File: src/bridge_pkg.sv
package bridge_pkg;

    // bus widths
    localparam int ADDR_W = 32;
    localparam int DATA_W = 32;
    localparam int ID_W   = 4;
    localparam int STRB_W = DATA_W / 8;

    // axi id tags
    // instruction reads on id 0, all data traffic on id 1
    localparam logic [ID_W-1:0] ID_INST = 'd0;
    localparam logic [ID_W-1:0] ID_DATA = 'd1;

    // beats per cache line fetch
    localparam int LINE_BEATS = 4;

    // ram depth in words, indexed by addr[9:2]
    localparam int RAM_WORDS = 256;
    localparam int RAM_IDX_W = $clog2(RAM_WORDS);

    // instruction fetch type from the icache
    typedef enum logic [2:0] {
        FETCH_WORD = 3'd0,
        FETCH_LINE = 3'd4
    } fetch_type_e;

    // read address fsm, one-hot
    typedef enum logic [2:0] {
        AR_IDLE = 3'b001,
        AR_DATA = 3'b010,
        AR_INST = 3'b100
    } ar_state_e;

    // write address and data fsm, one-hot
    typedef enum logic [2:0] {
        AW_IDLE = 3'b001,
        AW_ADDR = 3'b010,
        AW_DATA = 3'b100
    } aw_state_e;

    // write response fsm
    typedef enum logic {
        B_IDLE = 1'b0,
        B_DONE = 1'b1
    } b_state_e;

    // axi channel payloads
    typedef struct packed {
        logic [ID_W-1:0]   id;
        logic [ADDR_W-1:0] addr;
        logic [7:0]        len;
    } axi_ar_t;

    typedef struct packed {
        logic [ID_W-1:0]   id;
        logic [DATA_W-1:0] data;
        logic              last;
    } axi_r_t;

    typedef struct packed {
        logic [ADDR_W-1:0] addr;
    } axi_aw_t;

    typedef struct packed {
        logic [DATA_W-1:0] data;
        logic [STRB_W-1:0] strb;
    } axi_w_t;

endpackage

File: src/ar_channel_ctrl.sv
`timescale 1ns/1ns

module ar_channel_ctrl import bridge_pkg::*; (
    input  logic              clk,
    input  logic              resetn,
    input  logic              inst_req,
    input  logic [ADDR_W-1:0] inst_addr,
    input  fetch_type_e       inst_type,
    input  logic              data_req,
    input  logic [ADDR_W-1:0] data_addr,
    input  logic              data_rd_take,
    input  logic              inst_take,
    input  logic              arready,
    output axi_ar_t           ar,
    output logic              arvalid,
    output logic              ar_idle
);

    ar_state_e         state;
    ar_state_e         state_nxt;
    logic [ADDR_W-1:0] inst_addr_q;
    fetch_type_e       inst_type_q;
    logic              inst_pend;
    logic [ADDR_W-1:0] data_addr_q;
    logic              data_go;
    logic              inst_go;

    // take windows qualified by the requests themselves
    assign data_go = data_req & data_rd_take;
    assign inst_go = inst_req & inst_take;

    always_ff @(posedge clk) begin
        if (!resetn) begin
            state <= AR_IDLE;
        end else begin
            state <= state_nxt;
        end
    end

    always_comb begin
        state_nxt = state;
        case (state)
            AR_IDLE: begin
                // data read wins a collision
                if (data_go) begin
                    state_nxt = AR_DATA;
                end else if (inst_go) begin
                    state_nxt = AR_INST;
                end
            end
            AR_DATA: begin
                // chain a captured fetch straight after
                if (arready) begin
                    state_nxt = inst_pend ? AR_INST : AR_IDLE;
                end
            end
            AR_INST: begin
                if (arready) begin
                    state_nxt = AR_IDLE;
                end
            end
            default: state_nxt = AR_IDLE;
        endcase
    end

    // pending fetch flag
    always_ff @(posedge clk) begin
        if (!resetn) begin
            inst_pend <= 1'b0;
        end else if (state == AR_IDLE && inst_go) begin
            inst_pend <= 1'b1;
        end else if (state == AR_INST && arready) begin
            inst_pend <= 1'b0;
        end
    end

    // request capture, payload only
    always_ff @(posedge clk) begin
        if (state == AR_IDLE && inst_go) begin
            inst_addr_q <= inst_addr;
            inst_type_q <= inst_type;
        end
        if (state == AR_IDLE && data_go) begin
            data_addr_q <= data_addr;
        end
    end

    assign arvalid = (state == AR_DATA) || (state == AR_INST);
    assign ar_idle = (state == AR_IDLE);

    // data reads are always one beat
    assign ar.id   = (state == AR_DATA) ? ID_DATA : ID_INST;
    assign ar.addr = (state == AR_DATA) ? data_addr_q : inst_addr_q;
    assign ar.len  = (state != AR_DATA && inst_type_q == FETCH_LINE) ?
                     8'(LINE_BEATS - 1) : 8'd0;

endmodule

File: src/aw_channel_ctrl.sv
`timescale 1ns/1ns

module aw_channel_ctrl import bridge_pkg::*; (
    input  logic              clk,
    input  logic              resetn,
    input  logic              wr_take,
    input  logic [ADDR_W-1:0] data_addr,
    input  logic [DATA_W-1:0] data_wdata,
    input  logic [STRB_W-1:0] data_wstrb,
    input  logic              awready,
    input  logic              wready,
    input  logic              bvalid,
    output axi_aw_t           aw,
    output logic              awvalid,
    output axi_w_t            w,
    output logic              wvalid,
    output logic              bready,
    output logic              aw_idle,
    output logic              wr_done
);

    aw_state_e aw_state;
    aw_state_e aw_state_nxt;
    b_state_e  b_state;
    b_state_e  b_state_nxt;

    always_ff @(posedge clk) begin
        if (!resetn) begin
            aw_state <= AW_IDLE;
            b_state  <= B_IDLE;
        end else begin
            aw_state <= aw_state_nxt;
            b_state  <= b_state_nxt;
        end
    end

    // address phase then data phase
    always_comb begin
        aw_state_nxt = aw_state;
        case (aw_state)
            AW_IDLE: begin
                if (wr_take) begin
                    aw_state_nxt = AW_ADDR;
                end
            end
            AW_ADDR: begin
                if (awready) begin
                    aw_state_nxt = AW_DATA;
                end
            end
            AW_DATA: begin
                if (wready) begin
                    aw_state_nxt = AW_IDLE;
                end
            end
            default: aw_state_nxt = AW_IDLE;
        endcase
    end

    // response taken in idle, done pulse one cycle later
    always_comb begin
        b_state_nxt = b_state;
        case (b_state)
            B_IDLE: begin
                if (bvalid) begin
                    b_state_nxt = B_DONE;
                end
            end
            default: b_state_nxt = B_IDLE;
        endcase
    end

    // write payload held until the w handshake
    always_ff @(posedge clk) begin
        if (aw_state == AW_IDLE && wr_take) begin
            aw.addr <= data_addr;
            w.data  <= data_wdata;
            w.strb  <= data_wstrb;
        end
    end

    assign awvalid = (aw_state == AW_ADDR);
    assign wvalid  = (aw_state == AW_DATA);
    assign aw_idle = (aw_state == AW_IDLE);
    assign bready  = (b_state == B_IDLE);
    assign wr_done = (b_state == B_DONE);

endmodule

File: src/sram_axi_bridge.sv
`timescale 1ns/1ns

module sram_axi_bridge import bridge_pkg::*; (
    input  logic              clk,
    input  logic              resetn,
    // instruction side
    input  logic              inst_req,
    input  logic [ADDR_W-1:0] inst_addr,
    input  fetch_type_e       inst_type,
    output logic              inst_addr_ok,
    output logic              inst_data_ok,
    output logic [DATA_W-1:0] inst_rdata,
    output logic              inst_last,
    // data side
    input  logic              data_req,
    input  logic              data_wr,
    input  logic [STRB_W-1:0] data_wstrb,
    input  logic [ADDR_W-1:0] data_addr,
    input  logic [DATA_W-1:0] data_wdata,
    output logic              data_addr_ok,
    output logic              data_data_ok,
    output logic [DATA_W-1:0] data_rdata,
    // axi master
    output axi_ar_t           ar,
    output logic              arvalid,
    input  logic              arready,
    input  axi_r_t            r,
    input  logic              rvalid,
    output axi_aw_t           aw,
    output logic              awvalid,
    input  logic              awready,
    output axi_w_t            w,
    output logic              wvalid,
    input  logic              wready,
    input  logic              bvalid,
    output logic              bready
);

    logic ar_idle;
    logic aw_idle;
    logic addr_ok;
    logic wr_done;
    logic data_rd_take;
    logic wr_take;

    // accept only with both address sides idle
    assign addr_ok      = ar_idle & aw_idle;
    assign inst_addr_ok = addr_ok;
    assign data_addr_ok = addr_ok;

    // read windows, the ar side checks the req lines
    assign data_rd_take = addr_ok & ~data_wr;
    assign wr_take      = addr_ok & data_req & data_wr;

    ar_channel_ctrl i_ar_ctrl (
        .clk          (clk),
        .resetn       (resetn),
        .inst_req     (inst_req),
        .inst_addr    (inst_addr),
        .inst_type    (inst_type),
        .data_req     (data_req),
        .data_addr    (data_addr),
        .data_rd_take (data_rd_take),
        .inst_take    (addr_ok),
        .arready      (arready),
        .ar           (ar),
        .arvalid      (arvalid),
        .ar_idle      (ar_idle)
    );

    aw_channel_ctrl i_aw_ctrl (
        .clk        (clk),
        .resetn     (resetn),
        .wr_take    (wr_take),
        .data_addr  (data_addr),
        .data_wdata (data_wdata),
        .data_wstrb (data_wstrb),
        .awready    (awready),
        .wready     (wready),
        .bvalid     (bvalid),
        .aw         (aw),
        .awvalid    (awvalid),
        .w          (w),
        .wvalid     (wvalid),
        .bready     (bready),
        .aw_idle    (aw_idle),
        .wr_done    (wr_done)
    );

    // r beats routed by id, rready tied high
    assign inst_data_ok = rvalid && (r.id == ID_INST);
    assign inst_rdata   = r.data;
    assign inst_last    = r.last;

    // data side sees read beats and write completions
    assign data_data_ok = (rvalid && (r.id == ID_DATA)) || wr_done;
    assign data_rdata   = r.data;

endmodule

File: config.mk
export PLATFORM = sky130hd
export DESIGN_NAME = sram_axi_bridge
export DESIGN_NICKNAME = d
export VERILOG_FILES = /design/src/bridge_pkg.sv /design/src/ar_channel_ctrl.sv /design/src/aw_channel_ctrl.sv /design/src/sram_axi_bridge.sv
export SDC_FILE = /design/constraint.sdc
export NUM_CORES = 1
export LEC_CHECK = 0
export BUFFER_PORTS_ARGS = -buffer_cell sky130_fd_sc_hd__buf_2
export CORE_AREA = 3 3 129 131
export DETAILED_ROUTE_END_ITERATION = 7
export DIE_AREA = 0 0 132 134
export GPL_TIMING_DRIVEN = 1
export HOLD_SLACK_MARGIN = 0.02
export PLACE_DENSITY = 0.69
export SYNTH_ARGS = -nofsm -noshare
export SYNTH_HDL_FRONTEND = slang
export SYNTH_SLANG_ARGS = --single-unit
File: constraint.sdc
create_clock -name clk -period 5.2 [get_ports clk]
set_clock_uncertainty 0.15 [all_clocks]
set_input_delay 1.04 -clock clk [delete_from_list [all_inputs] [get_ports clk]]
set_output_delay 1.04 -clock clk [all_outputs]
set_load 0.1 [all_outputs]
==> metrics.csv, run 1 <==
stage,metric,value,unit
worst_setup_path,crit end category,output port,
cts,CTS max path bufs,2,
die,Starting Density,35.1,%
cts,Clock transition at path regs,60,ps
timing,fin crit share,64.3,%
drt,Detailed Route WL,13400,um
logic_synthesis,sequential cell area fraction in the yosys report,76.4,%
cts,cts hold-fix bufs,0,
die,Die X,132,um
global_route,grt total ovfl,0,
logic_synthesis,Yosys top cell by area,edfxtp_1,
placed_design,hpwl dp,10100,um
cts,clock latency on the worst-skew pair,410,ps
logic_synthesis,Synth area leaders,"edfxtp_1 74%, buf_4 10%, mux2_2 6.5%, dfxtp_1 2.9%, buf_12 1.1%",
worst_setup_path,crit path max fanout,2,
timing,Finish-stage setup viols,0,
timing,fin. max-slew vios,0,
finish,Layout Utilization,44.0,%
run_status,status,"complete, no violations",
global_route,first-pass GRT wire length,19400,um
cts,cts bufs inserted,17,
die,row cnt,46,
hold_path,worst hold path type,reg2reg,
power,total chip power,3370,uW
drt,DR WL/cell,18.8,um
power,power per cell area,488,nW/um^2
finish,multi-input logic area,686,um^2
logic_synthesis,Netlist cell types,32,
timing,Worst slew margin,35.9,%
worst_setup_path,R2R depth,3,
placed_design,placed cell areas,6340,um^2
global_route,GRT Overall Usage,14.8,%
cts,post-cts resize count,0,
cts,setup bufs post-CTS,0,
global_route,initial antenna violation count,2,
timing,shortest period the worst path allows,3350,ps
drt,Pre-antenna DRT Iters,4,
cts,H-tree levels,4,
cts,# clock sinks,143,
worst_setup_path,Crit path required time,4010,ps
logic_synthesis,Mapped Cells,305,
timing,worst-margin pin slew,961,ps
finish,fill count,1403,
logic_synthesis,Synthesis Warnings,0,
worst_setup_path,startpoint types,input pin,
cts,CTS tree,built,
logic_synthesis,share of the synthesized area in the top cell type,73.5,%
timing,RSZ-0062 raised after global routing,no,
drt,final antenna-violating net count,0,
finish,layout cells sized above 1,61.1,%
timing,Fin. Hold Viols,0,
global_route,largest net degree at the start of global routing,70,
run,Max Cap Viol,0,
drt,DR vias,3106,
logic_synthesis,Post-Syn Area,5510,um^2
worst_setup_path,CP arrival,2160,ps
placed_design,IO buf count,227,
finish,Sequential cell area,4210,um^2
die,die area,17700,um^2
timing,FMAX,299,MHz
logic_synthesis,#FFs+latches synth,143,
worst_setup_path,CP Class,in2out,
power,leakage,0.00277,uW
power,Worst IR Drop VDD,249,uV
logic_synthesis,mean cell area of the mapped netlist,18.1,um^2
drt,Starting DRT DRC Count,129,
die,number of top-level pins,335,
placed_design,RePlAce Congestion,0.843,
die,Die Y,134,um
timing,Min Hold Slack,340,ps
timing,setup TNS,0,ps
cts,clock root buffer,clkbuf_16,
finish,post-route cell area,6920,um^2
drt,Remaining DRCs,0,
drt,Via density,4.37,
die,Core Area,15700,um^2
finish,Final Net Count,631,
global_route,vias in the first global route,3400,
finish,P&R area growth vs syn,25.4,%
hold_path,Worst Hold Path Cells,2,
-- cells by family after synthesis --
| logic type | after synthesis | share of synthesized area, % |
|---|---|---|
| DFF | 143 | 76.4 |
| buffers and inverters | 85 | 12.0 |
| muxes | 32 | 6.54 |
| and+or+nand+nor | 31 | 3.59 |
| AOI/OAI and AO/OA | 13 | 1.41 |
| other | 1 | 0.0680 |
-- final cells by class --
class,count,area share (%)
clock buffers,17,6.15
inverters,5,0.271
multi-input cells,85,9.91
well taps,216,3.91
clock inverters,15,2.13
flip-flops and latches,143,60.9
repair buffers,229,16.6
diodes,1,0.0362
-- layer usage --
metal  track usage (%)  vias to the layer above  wire [um]
met3              8.59                       35       1900
met2              27.0                      231       7040
met5                 0                        -          0
met4              6.94                        0        439
met1              13.1                     1440       3990
li1                  -                     1400          -
-- layout by cell type, fill, tap and decap left out, types with 3 or more instances in the layout --
cell	instances
o21ai_0	3
nor2_1	5
a21oi_1	4
mux2_2	32
nand2b_1	3
inv_6	6
edfxtp_1	135
clkbuf_16	17
dfxtp_1	8
inv_1	4
conb_1	9
inv_8	3
nand2_1	3
buf_2	227
-- through the flow --
| stage | instances | setup WS [ps] |
|---|---|---|
| 3_3_place_gp | 678 | 1960 |
| 5_1_grt | 710 | 1780 |
| 2_1_floorplan | 313 | 950 |
| 4_1_cts | 710 | 1870 |
| 6_report | 711 | 1850 |
| 3_5_place_dp | 678 | 1870 |
-- registers in the layout, indices dropped and copies added (netlist names) --
name                   cells
i_ar_ctrl.inst_pend        1
i_ar_ctrl.data_addr_q     32
i_aw_ctrl.aw              32
i_ar_ctrl.inst_addr_q     32
i_ar_ctrl.state            3
i_aw_ctrl.w               36
i_aw_ctrl.wr_done          1
i_aw_ctrl.aw_state         3
i_ar_ctrl.inst_type_q      3
-- cells in the mapped netlist, drive strengths merged --
cell and number:
nor3b 4, dfxtp 8, a31oi 1, or3b 2, mux2 32, o21ai 4, edfxtp 135, a21oi 4
nor2b 2, nor4b 2, conb 1, nand3b 1, and3 3, buf 80, a211oi 1, nor2 5
o21a 2, or3 1, nand2 3, a311oi 1, nand3 1, and2 2, inv 5, nand2b 3
nor3 2
-- final timing paths --
kind,start,to,slack (ps)
max,r[34],inst_data_ok,1850
min,i_ar_ctrl.inst_pend,i_ar_ctrl.inst_pend,340
max reg2reg,i_aw_ctrl.aw_state[0],i_aw_ctrl.aw[28],2790
min reg2reg,i_ar_ctrl.inst_pend,i_ar_ctrl.inst_pend,340
-- critical path, cell delays in order --
cell	delay, ps
buf_2	100
nor4b_1	370
nor2b_1	200
buf_2	440
-- power breakdown --
group	internal, uW	switching, uW	leakage, uW	total, uW
Clock	636	519	0.000279	1160
Sequential	1380	27.7	0.00132	1410
Combinational	115	693	0.00117	809
Total	2130	1240	0.00277	3370
(Power assumes the default switching activity.)
==> run 2: changes to the inputs <==
--- a/config.mk
+++ b/config.mk
@@ -6,12 +6,12 @@
 export NUM_CORES = 1
 export LEC_CHECK = 0
 export BUFFER_PORTS_ARGS = -buffer_cell sky130_fd_sc_hd__buf_2
-export CORE_AREA = 3 3 129 131
+export CORE_AREA = 3 3 131 133
 export DETAILED_ROUTE_END_ITERATION = 7
-export DIE_AREA = 0 0 132 134
+export DIE_AREA = 0 0 134 136
 export GPL_TIMING_DRIVEN = 1
 export HOLD_SLACK_MARGIN = 0.02
-export PLACE_DENSITY = 0.69
+export PLACE_DENSITY = 0.7
 export SYNTH_ARGS = -nofsm -noshare
 export SYNTH_HDL_FRONTEND = slang
 export SYNTH_SLANG_ARGS = --single-unit
==> constraint.sdc (replaced) <==
create_clock -name clk -period 2.8 [get_ports clk]
set_clock_uncertainty 0.15 [all_clocks]
set_input_delay 0.56 -clock clk [delete_from_list [all_inputs] [get_ports clk]]
set_output_delay 0.56 -clock clk [all_outputs]
set_load 0.1 [all_outputs]
==> metrics.csv, run 2 (synthesis gave the netlist of run 1 again) <==
stage,metric,value,unit
run_status,status,"complete, no violations",
finish,layout cells sized above 1,62.2,%
hold_path,worst hold path type,in2reg,
die,Die X,134,um
finish,multi-input logic area,708,um^2
timing,shortest period the worst path allows,2670,ps
timing,FMAX,374,MHz
finish,fill count,1414,
global_route,initial antenna violation count,0,
finish,most frequent cells in the layout,"195 x buf_2, 135 x edfxtp_1, 32 x mux2_2",
worst_setup_path,CP Cell Sequence,nor3b_4 -> buf_12 -> mux2_2 -> buf_4,
cts,H-tree levels,4,
die,die area,18200,um^2
global_route,largest net degree at the start of global routing,36,
drt,final antenna-violating net count,0,
power,leakage,0.00286,uW
die,row cnt,46,
worst_setup_path,WP buf/inv,2,
timing,fin crit share,95.4,%
timing,fin. max-slew vios,0,
hold_path,Worst Hold Path Cells,1,
timing,worst-margin pin slew,559,ps
timing,post-route setup slack,129,ps
worst_setup_path,crit end category,output port,
global_route,vias in the first global route,3484,
finish,"most common cell after layout, fill and taps aside",buf_2,
worst_setup_path,Crit path required time,2090,ps
worst_setup_path,FF-to-FF Start,i_aw_ctrl.aw_state[0],
drt,DR vias,3098,
die,Die Y,136,um
worst_setup_path,R2R Setup Slk,700,ps
placed_design,Cells after DPL,682,
die,Core Area,15900,um^2
drt,DR WL/cell,18.6,um
drt,max layer used,met4,
finish,Layout Utilization,44.9,%
cts,clock latency on the worst-skew pair,410,ps
drt,Starting DRT DRC Count,110,
cts,CTS tree,built,
drt,Remaining DRCs,0,
worst_setup_path,Crit-path slowest cell,mux2_2,
worst_setup_path,CP Class,reg2out,
timing,Finish-stage setup viols,0,
cts,Clock transition at path regs,70,ps
power,Worst IR Drop VDD,469,uV
drt,met2 wire length,7330,um
global_route,grt total ovfl,0,
power,power per cell area,907,nW/um^2
worst_setup_path,CP arrival,1960,ps
placed_design,RePlAce Congestion,0.799,
placed_design,IO buf count,227,
worst_setup_path,startpoint types,flop,
drt,met1 WL,4040,um
worst_setup_path,critical path's top delay family,buffers and inverters,
finish,Final Net Count,635,
timing,Min Hold Slack,162,ps
placed_design,hpwl dp,10000,um
die,number of top-level pins,335,
finish,Largest Register,i_aw_ctrl.w,
timing,Worst slew margin,63.0,%
worst_setup_path,worst setup path startpoint,i_ar_ctrl.state[2],
global_route,first-pass GRT wire length,19500,um
run,Max Cap Viol,0,
cts,CTS max path bufs,2,
timing,Fin. Hold Viols,0,
cts,cts bufs inserted,17,
drt,Via density,4.33,
cts,clock root buffer,clkbuf_16,
die,Starting Density,34.6,%
worst_setup_path,R2R depth,4,
hold_path,Hold Path Sink,i_aw_ctrl.w[17],
finish,"Cell Count, Final, Fillers Out",715,
cts,setup bufs post-CTS,0,
drt,Pre-antenna DRT Iters,4,
finish,P&R area growth vs syn,29.9,%
worst_setup_path,Reg2Reg Capture Point,i_aw_ctrl.w[25],
drt,met3 routed WL,1460,um
global_route,GRT Overall Usage,14.7,%
hold_path,min-delay src,data_wdata[13],
worst_setup_path,delay of the slowest cell on the worst path,370,ps
timing,RSZ-0062 raised after global routing,no,
cts,# clock sinks,143,
finish,Sequential cell area,4220,um^2
worst_setup_path,crit path max fanout,20,
finish,max FFs per register,36,
placed_design,pre-CTS setup slack,367,ps
drt,Detailed Route WL,13300,um
-- run 2: changes by cell type in the layout (fill, tap and decap cells not counted), sizes merged --
cell / change
bufinv: +2
clkbuf: +4
inv: -2
-- run 2: area by class of cell --
type / count / area share, %
multi-input cells: 85 / 9.89
repair buffers: 233 / 18.5
clock buffers: 17 / 5.94
inverters: 5 / 0.262
clock inverters: 15 / 2.78
well taps: 216 / 3.77
diodes: 1 / 0.0349
flip-flops and latches: 143 / 58.8
-- run 2: report_power, final --
part	switching, uW	internal (uW)	leakage, uW
combinational	1290	272	0.00124
sequential	54.0	2560	0.00132
clock	959	1360	0.000303
-- run 2: routing by layer --
metal	global-route usage [%]	vias to the layer above
met5	0	-
met4	8.00	0
met3	6.85	44
met2	27.0	205
met1	13.5	1439
li1	-	1410
-- run 2: per-stage QoR --
stage	total power [uW]	cell area [um^2]	TNS [ps]
detailed placement	4200	6420	0
global placement	4180	6420	0
floorplan	4340	5570	-234
finish	6500	7160	0
global route	6730	7160	0
CTS	6580	7130	0
-- run 2: worst max path at each step --
stage / to / slack, ps / depth (start not counted)
6_report: ar[38] / 130 / 4
5_1_grt: ar[11] / 30 / 4
4_1_cts: ar[29] / 0.5 / 4
2_1_floorplan: ar[1] / -230 / 5
3_5_place_dp: ar[38] / 370 / 4
3_3_place_gp: ar[38] / 410 / 4
-- run 2: timing repair --
action,in CTS,in global routing
gates resized for setup,31,11
setup endpoints to repair,32,23
endpoints found under the hold margin,0,0
hold buffers,0,0
